==> src/design/sqPkg.sv <==
package sqPkg;

    // Default queue depth
    localparam int SQ_ENTRIES = 8;

    // One extra bit keeps age compares correct across wrap-around
    localparam int SQN_W = $clog2(SQ_ENTRIES) + 1;

    typedef logic [SQN_W-1:0] sqN_t;
    typedef logic [29:0] wordAddr_t;
    typedef logic [3:0] byteMask_t;

    typedef struct packed {
        logic valid;
        logic addrAvail;
        logic loaded;
        logic ready;
        sqN_t sqN;
        wordAddr_t addr;
        byteMask_t wmask;
        logic [31:0] data;
    } sqEntry_t;

    // True when a was allocated before b
    function automatic logic isOlder(sqN_t a, sqN_t b);
        sqN_t diff;
        diff = a - b;
        return diff[SQN_W-1];
    endfunction

    // Move right-justified store data into the lanes selected by mask
    function automatic logic [31:0] alignData(logic [31:0] raw, byteMask_t mask);
        case (mask)
            4'b0001, 4'b0010, 4'b0100, 4'b1000: return {4{raw[7:0]}};
            4'b0011, 4'b1100: return {2{raw[15:0]}};
            default: return raw;
        endcase
    endfunction

    // Bytes touched by a load of the given size at a byte offset
    function automatic byteMask_t readMaskOf(logic [1:0] size, logic [1:0] offset);
        case (size)
            2'd0: return byteMask_t'(4'b0001 << offset);
            2'd1: return (offset == 2'd2) ? 4'b1100 : 4'b0011;
            default: return 4'b1111;
        endcase
    endfunction

endpackage

==> src/design/sqStateIf.sv <==
`timescale 1ns/1ps

interface sqStateIf import sqPkg::*; #(
    parameter int numEntries = SQ_ENTRIES
) ();

    // Entry state as seen by the drain and lookup stages
    sqEntry_t entries [numEntries];

    // Full sequence pointers whose low bits index the array
    sqN_t head;
    sqN_t tail;

    // Retire strobe for the head entry
    logic deq;

    modport array (
        output entries,
        output head,
        output tail,
        input deq
    );

    modport drain (
        input entries,
        input head,
        output deq
    );

    modport lookup (
        input entries,
        input head,
        input tail
    );

endinterface

==> src/design/sqEntryArray.sv <==
`timescale 1ns/1ps

module sqEntryArray import sqPkg::*; #(
    parameter int numEntries = SQ_ENTRIES
) (
    input logic clk,
    input logic rst,

    // Allocation
    input logic alloc,
    output sqN_t allocSqN,
    output logic full,
    output logic empty,

    // Address write from the AGU
    input logic agValid,
    input sqN_t agSqN,
    input logic [31:0] agAddr,
    input byteMask_t agMask,

    // Store data write
    input logic dataValid,
    input sqN_t dataSqN,
    input logic [31:0] dataIn,

    // Everything older than this is committed
    input sqN_t commitSqN,

    sqStateIf.array st
);

    localparam int idxW = $clog2(numEntries);

    logic [idxW-1:0] headIdx;
    logic [idxW-1:0] tailIdx;
    logic [idxW-1:0] agIdx;
    logic [idxW-1:0] dataIdx;

    logic doAlloc;
    sqN_t nextHead;
    sqN_t nextTail;
    sqN_t nextCount;

    assign headIdx = st.head[idxW-1:0];
    assign tailIdx = st.tail[idxW-1:0];
    assign agIdx = agSqN[idxW-1:0];
    assign dataIdx = dataSqN[idxW-1:0];

    // New stores take the tail sequence number
    assign allocSqN = st.tail;

    // Allocation is dropped while the queue is full
    assign doAlloc = alloc && !full;

    assign nextHead = st.head + sqN_t'(st.deq);
    assign nextTail = st.tail + sqN_t'(doAlloc);

    // Pointers carry one spare bit, so the difference is the exact occupancy
    assign nextCount = nextTail - nextHead;

    always_ff @(posedge clk) begin
        if (rst) begin
            for (int i = 0; i < numEntries; i++) begin
                st.entries[i].valid <= 1'b0;
                st.entries[i].addrAvail <= 1'b0;
                st.entries[i].loaded <= 1'b0;
                st.entries[i].ready <= 1'b0;
            end
            st.head <= '0;
            st.tail <= '0;
            full <= 1'b0;
            empty <= 1'b1;
        end else begin
            // Commit tracking
            for (int i = 0; i < numEntries; i++) begin
                if (st.entries[i].valid && isOlder(st.entries[i].sqN, commitSqN)) begin
                    st.entries[i].ready <= 1'b1;
                end
            end

            // Address and mask arrive from the AGU
            if (agValid) begin
                st.entries[agIdx].addr <= agAddr[31:2];
                st.entries[agIdx].wmask <= agMask;
                st.entries[agIdx].addrAvail <= 1'b1;
            end

            // Data uses the mask written in an earlier cycle
            if (dataValid) begin
                st.entries[dataIdx].data <= alignData(dataIn, st.entries[dataIdx].wmask);
                st.entries[dataIdx].loaded <= 1'b1;
            end

            if (doAlloc) begin
                st.entries[tailIdx].valid <= 1'b1;
                st.entries[tailIdx].addrAvail <= 1'b0;
                st.entries[tailIdx].loaded <= 1'b0;
                st.entries[tailIdx].ready <= 1'b0;
                st.entries[tailIdx].sqN <= st.tail;
            end

            // Head retires when the drain stage takes it
            if (st.deq) begin
                st.entries[headIdx].valid <= 1'b0;
                st.entries[headIdx].ready <= 1'b0;
            end

            st.head <= nextHead;
            st.tail <= nextTail;
            full <= (nextCount == sqN_t'(numEntries));
            empty <= (nextCount == '0);
        end
    end

endmodule

==> src/design/sqDrain.sv <==
`timescale 1ns/1ps

module sqDrain import sqPkg::*; #(
    parameter int numEntries = SQ_ENTRIES
) (
    input logic clk,
    input logic rst,

    // Memory port back-pressure
    input logic stall,

    // Outgoing store
    output logic stValid,
    output logic [31:0] stAddr,
    output logic [31:0] stData,
    output byteMask_t stMask,

    sqStateIf.drain st
);

    localparam int idxW = $clog2(numEntries);

    sqEntry_t headEntry;
    logic headDone;

    assign headEntry = st.entries[st.head[idxW-1:0]];

    // Head is committed and has both address and data
    assign headDone = headEntry.valid && headEntry.ready &&
                      headEntry.addrAvail && headEntry.loaded;

    assign st.deq = !stall && headDone;

    // Valid holds under stall, otherwise follows the retire strobe
    always_ff @(posedge clk) begin
        if (rst) begin
            stValid <= 1'b0;
        end else if (!stall) begin
            stValid <= st.deq;
        end
    end

    // Payload only loads on a retire, so it also holds under stall
    always_ff @(posedge clk) begin
        if (st.deq) begin
            stAddr <= {headEntry.addr, 2'b00};
            stData <= headEntry.data;
            stMask <= headEntry.wmask;
        end
    end

endmodule

==> src/design/sqForward.sv <==
`timescale 1ns/1ps

module sqForward import sqPkg::*; #(
    parameter int numEntries = SQ_ENTRIES
) (
    input logic clk,
    input logic rst,

    // Load query
    input logic ldValid,
    input logic [31:0] ldAddr,
    input logic [1:0] ldSize,
    input sqN_t ldSqN,

    // Forwarding result a cycle after the load
    output logic fwdValid,
    output logic [31:0] fwdData,
    output byteMask_t fwdMask,
    output logic fwdConflict,

    sqStateIf.lookup st
);

    localparam int idxW = $clog2(numEntries);

    byteMask_t readMask;
    sqN_t occupancy;

    logic [31:0] lookupData;
    byteMask_t lookupMask;
    logic lookupConflict;

    assign readMask = readMaskOf(ldSize, ldAddr[1:0]);
    assign occupancy = st.tail - st.head;

    // Walk oldest to youngest so younger stores overwrite per byte
    always_comb begin
        logic [idxW-1:0] idx;
        sqEntry_t e;
        logic match;

        // Unread bytes count as covered
        lookupMask = ~readMask;
        lookupData = '0;
        lookupConflict = 1'b0;

        for (int k = 0; k < numEntries; k++) begin
            idx = st.head[idxW-1:0] + idxW'(k);
            e = st.entries[idx];
            match = (sqN_t'(k) < occupancy) && e.valid && e.addrAvail &&
                    (e.addr == ldAddr[31:2]) &&
                    (isOlder(e.sqN, ldSqN) || e.ready);

            if (match) begin
                if (e.loaded) begin
                    for (int j = 0; j < 4; j++) begin
                        if (e.wmask[j]) begin
                            lookupData[j*8 +: 8] = e.data[j*8 +: 8];
                        end
                    end
                    lookupMask = lookupMask | e.wmask;
                end else if ((e.wmask & readMask) != '0) begin
                    // Overlapping store whose data is still missing
                    lookupConflict = 1'b1;
                end
            end
        end
    end

    always_ff @(posedge clk) begin
        if (rst) begin
            fwdValid <= 1'b0;
        end else begin
            fwdValid <= ldValid;
        end
    end

    always_ff @(posedge clk) begin
        if (ldValid) begin
            fwdData <= lookupData;
            fwdMask <= lookupMask;
            fwdConflict <= lookupConflict;
        end
    end

endmodule

==> src/design/storeQueueTop.sv <==
`timescale 1ns/1ps

module storeQueueTop import sqPkg::*; #(
    parameter int numEntries = SQ_ENTRIES
) (
    input logic clk,
    input logic rst,

    // Allocation
    input logic alloc,
    output sqN_t allocSqN,
    output logic full,

    // Address write
    input logic agValid,
    input sqN_t agSqN,
    input logic [31:0] agAddr,
    input byteMask_t agMask,

    // Data write
    input logic dataValid,
    input sqN_t dataSqN,
    input logic [31:0] dataIn,

    input sqN_t commitSqN,

    // Memory store port
    input logic stall,
    output logic stValid,
    output logic [31:0] stAddr,
    output logic [31:0] stData,
    output byteMask_t stMask,

    // Load forwarding
    input logic ldValid,
    input logic [31:0] ldAddr,
    input logic [1:0] ldSize,
    input sqN_t ldSqN,
    output logic fwdValid,
    output logic [31:0] fwdData,
    output byteMask_t fwdMask,
    output logic fwdConflict,

    output logic empty
);

    sqStateIf #(.numEntries(numEntries)) state_i ();

    sqEntryArray #(.numEntries(numEntries)) sqEntryArray_i (
        .clk(clk),
        .rst(rst),
        .alloc(alloc),
        .allocSqN(allocSqN),
        .full(full),
        .empty(empty),
        .agValid(agValid),
        .agSqN(agSqN),
        .agAddr(agAddr),
        .agMask(agMask),
        .dataValid(dataValid),
        .dataSqN(dataSqN),
        .dataIn(dataIn),
        .commitSqN(commitSqN),
        .st(state_i.array)
    );

    sqDrain #(.numEntries(numEntries)) sqDrain_i (
        .clk(clk),
        .rst(rst),
        .stall(stall),
        .stValid(stValid),
        .stAddr(stAddr),
        .stData(stData),
        .stMask(stMask),
        .st(state_i.drain)
    );

    sqForward #(.numEntries(numEntries)) sqForward_i (
        .clk(clk),
        .rst(rst),
        .ldValid(ldValid),
        .ldAddr(ldAddr),
        .ldSize(ldSize),
        .ldSqN(ldSqN),
        .fwdValid(fwdValid),
        .fwdData(fwdData),
        .fwdMask(fwdMask),
        .fwdConflict(fwdConflict),
        .st(state_i.lookup)
    );

endmodule

==> config.mk <==
export PLATFORM = sky130hd
export DESIGN_NAME = storeQueueTop
export DESIGN_NICKNAME = d
export VERILOG_FILES = /design/src/design/sqPkg.sv /design/src/design/sqStateIf.sv /design/src/design/sqEntryArray.sv /design/src/design/sqDrain.sv /design/src/design/sqForward.sv /design/src/design/storeQueueTop.sv
export SDC_FILE = /design/constraint.sdc
export NUM_CORES = 2
export LEC_CHECK = 0
export ABC_AREA = 1
export BUFFER_PORTS_ARGS = -buffer_cell sky130_fd_sc_hd__buf_2
export CAP_MARGIN = 40
export CORE_MARGIN = 2
export CORE_UTILIZATION = 45
export CTS_CLUSTER_SIZE = 40
export DETAILED_ROUTE_END_ITERATION = 8
export PLACE_DENSITY = 0.58
export SLEW_MARGIN = 25
export SYNTH_ARGS = -nofsm -noshare
export SYNTH_HDL_FRONTEND = slang
export SYNTH_HIERARCHICAL = 1
export SYNTH_SLANG_ARGS = --single-unit
==> constraint.sdc <==
create_clock -name clk -period 7.4 [get_ports clk]
set_clock_uncertainty 0.2 [all_clocks]
set_input_delay 0.74 -clock clk [delete_from_list [all_inputs] [get_ports clk]]
set_output_delay 0.74 -clock clk [all_outputs]
set_load 0.02 [all_outputs]
==> run metrics <==
total gr overflow 0; post-cts sizing count 0; RR Endpoint sqForward_i/fwdData[29]; Setup crit end sqForward_i/fwdData[29]; most used cell, CP nand2_1; final setup fails 0; first-pass GRT wire length around 350,000 um; M3 GR Usage between 10% and 20%; element type at the critical path end flip-flop; largest fanout on the critical path roughly 160; Final Hold Fails 0; TritonCTS Buffers 83; clock tree sinks around 710; Die Width 356 um; most frequent cell after synthesis nand2_1; Initial Utilization 45.5%; total track usage between 30% and 40%; largest net degree at the start of global routing about 250; Yosys cell types slightly below 60; hold buffers post-CTS 0; Core Region about 0.12 mm^2; status finished clean; IO Pins about 240; number of synthesis warnings 6; FF-to-FF Start sqEntryArray_i/st.head[0]; Critical Path RT about 7600 ps; vias in the first global route around 52,000; Hold Path Class input port to flip-flop; row cnt around 130; Design Area, Final 0.0606 mm^2; slowest stage cell on the critical path ha_4; CTS root buffer clkbuf_16; final core utilization around 50%; post-layout total power 9.85 mW; M2 GR Usage 52.9%; WL final around 250,000 um; internal power slightly above 7 mW; R2R cell count 21; Setup Total Neg Slack 0 ps; Slew Viols, Final 0; Setup WS post-layout approximately 1100 ps; synthesis-stage register bit count approximately 700; global route hottest layer met1; wire per inst 24.8 um; sequential share of power a little under half; worst-skew pair later-pin latency 720 ps; NetSw approximately 2.7 mW; Max-Cap Viols 0; Final Wtd Congestion 1.08; drt drc 0; Slew @ Worst Pin about 1100 ps; synth top area cells edfxtp_1 (36%), nand2_1 (22%), nand3_1 (10%); post-CTS setup buffer count 0; initial antenna violation count 53; total number of vias between 60,000 and 70,000; Synth Flop Type edfxtp_1; proportion of power drawn by combinational gates under 10%; Post-Syn Area 0.0556 mm^2; Clock transition at path regs around 60 ps; register area share after synthesis 37.4%; met1 usage 57.6%; crit path DAT 6460 ps; final std cells w/o fill 10,000; leading area contributor after synthesis edfxtp_1; Synth top area share between 30 and 40%; pwr dens 162 mW/mm^2; clk buf depth 3; drt first pass iters 7; Die Area approximately 0.13 mm^2; Synth Instances 8,411; worst hold slack 88.6 ps; leakage between 20 and 30 nW; Async S/R FF share, synth 0%; layout cell share with drive strength beyond 1 7.23%; Worst Setup SP sqEntryArray_i/st.head[0]; hpwl dp approximately 170,000 um; drt initial violations ~9,000; routed vias/inst 6.04; min Tclk post-route about 6300 ps; Critical Path Source Type flip-flop; Synth Area per Inst 6.61 um^2; Setup CP Type flip-flop to flip-flop; H-tree Lvls 3; Commonest cells post-synth nand2_1 (3,274), nand3_1 (1,162), o21ai_0 (858); unrepaired setup endpoints after global routing no; fin crit share between 80% and 90%; crit-path cells inv_16, ha_4, buf_4, buf_4, o21ai_0, o21ai_0, ha_1, a21oi_1, nand2_1, nand2_1, nand3_1, nand4_1, clkinv_1, a21oi_1, nand2_1, nand2_1, nand2_1, nand2_1, nand2_1, nand3_1, nand2_1; Post-Place Setup Slack about 1500 ps; R2R setup slack ~1100 ps; Syn-to-layout area delta 8.99%; Antenna Nets Post-Route 0; Die Ht roughly 360 um; Sw Ratio between 20% and 30%; peak supply drop approximately 0.19 mV; clock share of power between 40 and 50%; dpl cell area between 0.05 and 0.06 mm^2; placed cells ~9,800; number of flops mapped to enable cells by yosys between 600 and 700; Max Fclk between 150 and 200 MHz; slowest stage delay, CP between 600 and 700 ps; CTS tree yes; nets approximately 8,500; Slew headroom 25.5%; port bufs 231
-- routing by layer --
metal	routed length, um	part of all wire, %
met4	6120	2.5
met5	271	0.11
met1	110000	44
met3	34600	14
met2	98200	39
-- power groups by stage --
stage               clock network (mW)  registers, mW  logic (mW)
detailed placement                   0           4.65       0.896
global route                      4.53           4.58        1.00
global placement                     0           4.65       0.882
finish                            4.33           4.57       0.942
CTS                               4.39           4.57       0.899
floorplan                            0           4.65       0.466
-- cell usage in the layout, fill, tap and decap left out, types with 11 or more instances in the layout --
| cell | n |
|---|---|
| nand3_1 | 1162 |
| ha_1 | 43 |
| o22ai_1 | 150 |
| clkinv_2 | 13 |
| a21oi_1 | 87 |
| inv_2 | 20 |
| dfxtp_1 | 41 |
| nand3_2 | 12 |
| nor2_4 | 11 |
| nor2_2 | 11 |
| buf_2 | 233 |
| o211ai_1 | 44 |
| nor2_1 | 695 |
| a211oi_1 | 18 |
| o21a_1 | 46 |
| nand4_1 | 24 |
| o21ai_1 | 61 |
| or2_2 | 20 |
| nor3_1 | 15 |
| inv_1 | 326 |
| diode_2 | 18 |
| clkbuf_16 | 85 |
| nand2_1 | 3274 |
| xor2_1 | 73 |
| inv_6 | 12 |
| buf_12 | 21 |
| o21ai_0 | 858 |
| clkinv_1 | 25 |
| clkbuf_1 | 14 |
| mux2i_1 | 32 |
| edfxtp_1 | 663 |
| buf_4 | 94 |
| nor4_1 | 14 |
| a31oi_1 | 38 |
-- worst max-delay path: cells and delay by family (launching register included) --
| family | cells | cell delay, ps |
|---|---|---|
| DFF | 1 | 610 |
| adders and majority gates | 2 | 910 |
| AOI/OAI and AO/OA | 4 | 960 |
| and+or+nand+nor | 11 | 1450 |
| buffers and inverters | 4 | 1590 |
-- cell families (layout without fill, tap and decap cells) --
family          Yosys count  after routing  synth area share (%)
compound gates         1336           1336                  13.1
xor+xnor                 83             83                  1.33
fa+ha+maj                45             45                  1.03
buf+inv                 918            884                  7.35
flops                   707            707                  37.4
mux                      32             32                 0.576
other cells               1             20               0.00674
simple gates           5289           5289                  39.2
-- layout make-up --
| cell class | instances | area [um^2] |
|---|---|---|
| clock inverters | 56 | 663 |
| inverters | 371 | 1450 |
| diodes | 18 | 45.0 |
| fillers | 12300 | 61600 |
| flip-flops and latches | 707 | 20800 |
| clock buffers | 99 | 2180 |
| multi-input cells | 6787 | 30900 |
| repair buffers | 358 | 2550 |
| well taps | 1625 | 2030 |
-- worst min path at each step --
stage	start	end	slack (ps)	cells after the start
4_1_cts	agAddr[27]	flip-flop	50	1
6_report	agAddr[27]	flip-flop	90	1
5_1_grt	agAddr[26]	flip-flop	100	1
3_3_place_gp	sqEntryArray_i/st.entries[72]	sqEntryArray_i/st.entries[72]	300	2
2_1_floorplan	sqEntryArray_i/st.entries[219]	sqEntryArray_i/st.entries[219]	240	2
3_5_place_dp	sqEntryArray_i/st.entries[72]	sqEntryArray_i/st.entries[72]	300	2
Power figures use the tool's default switching activity.
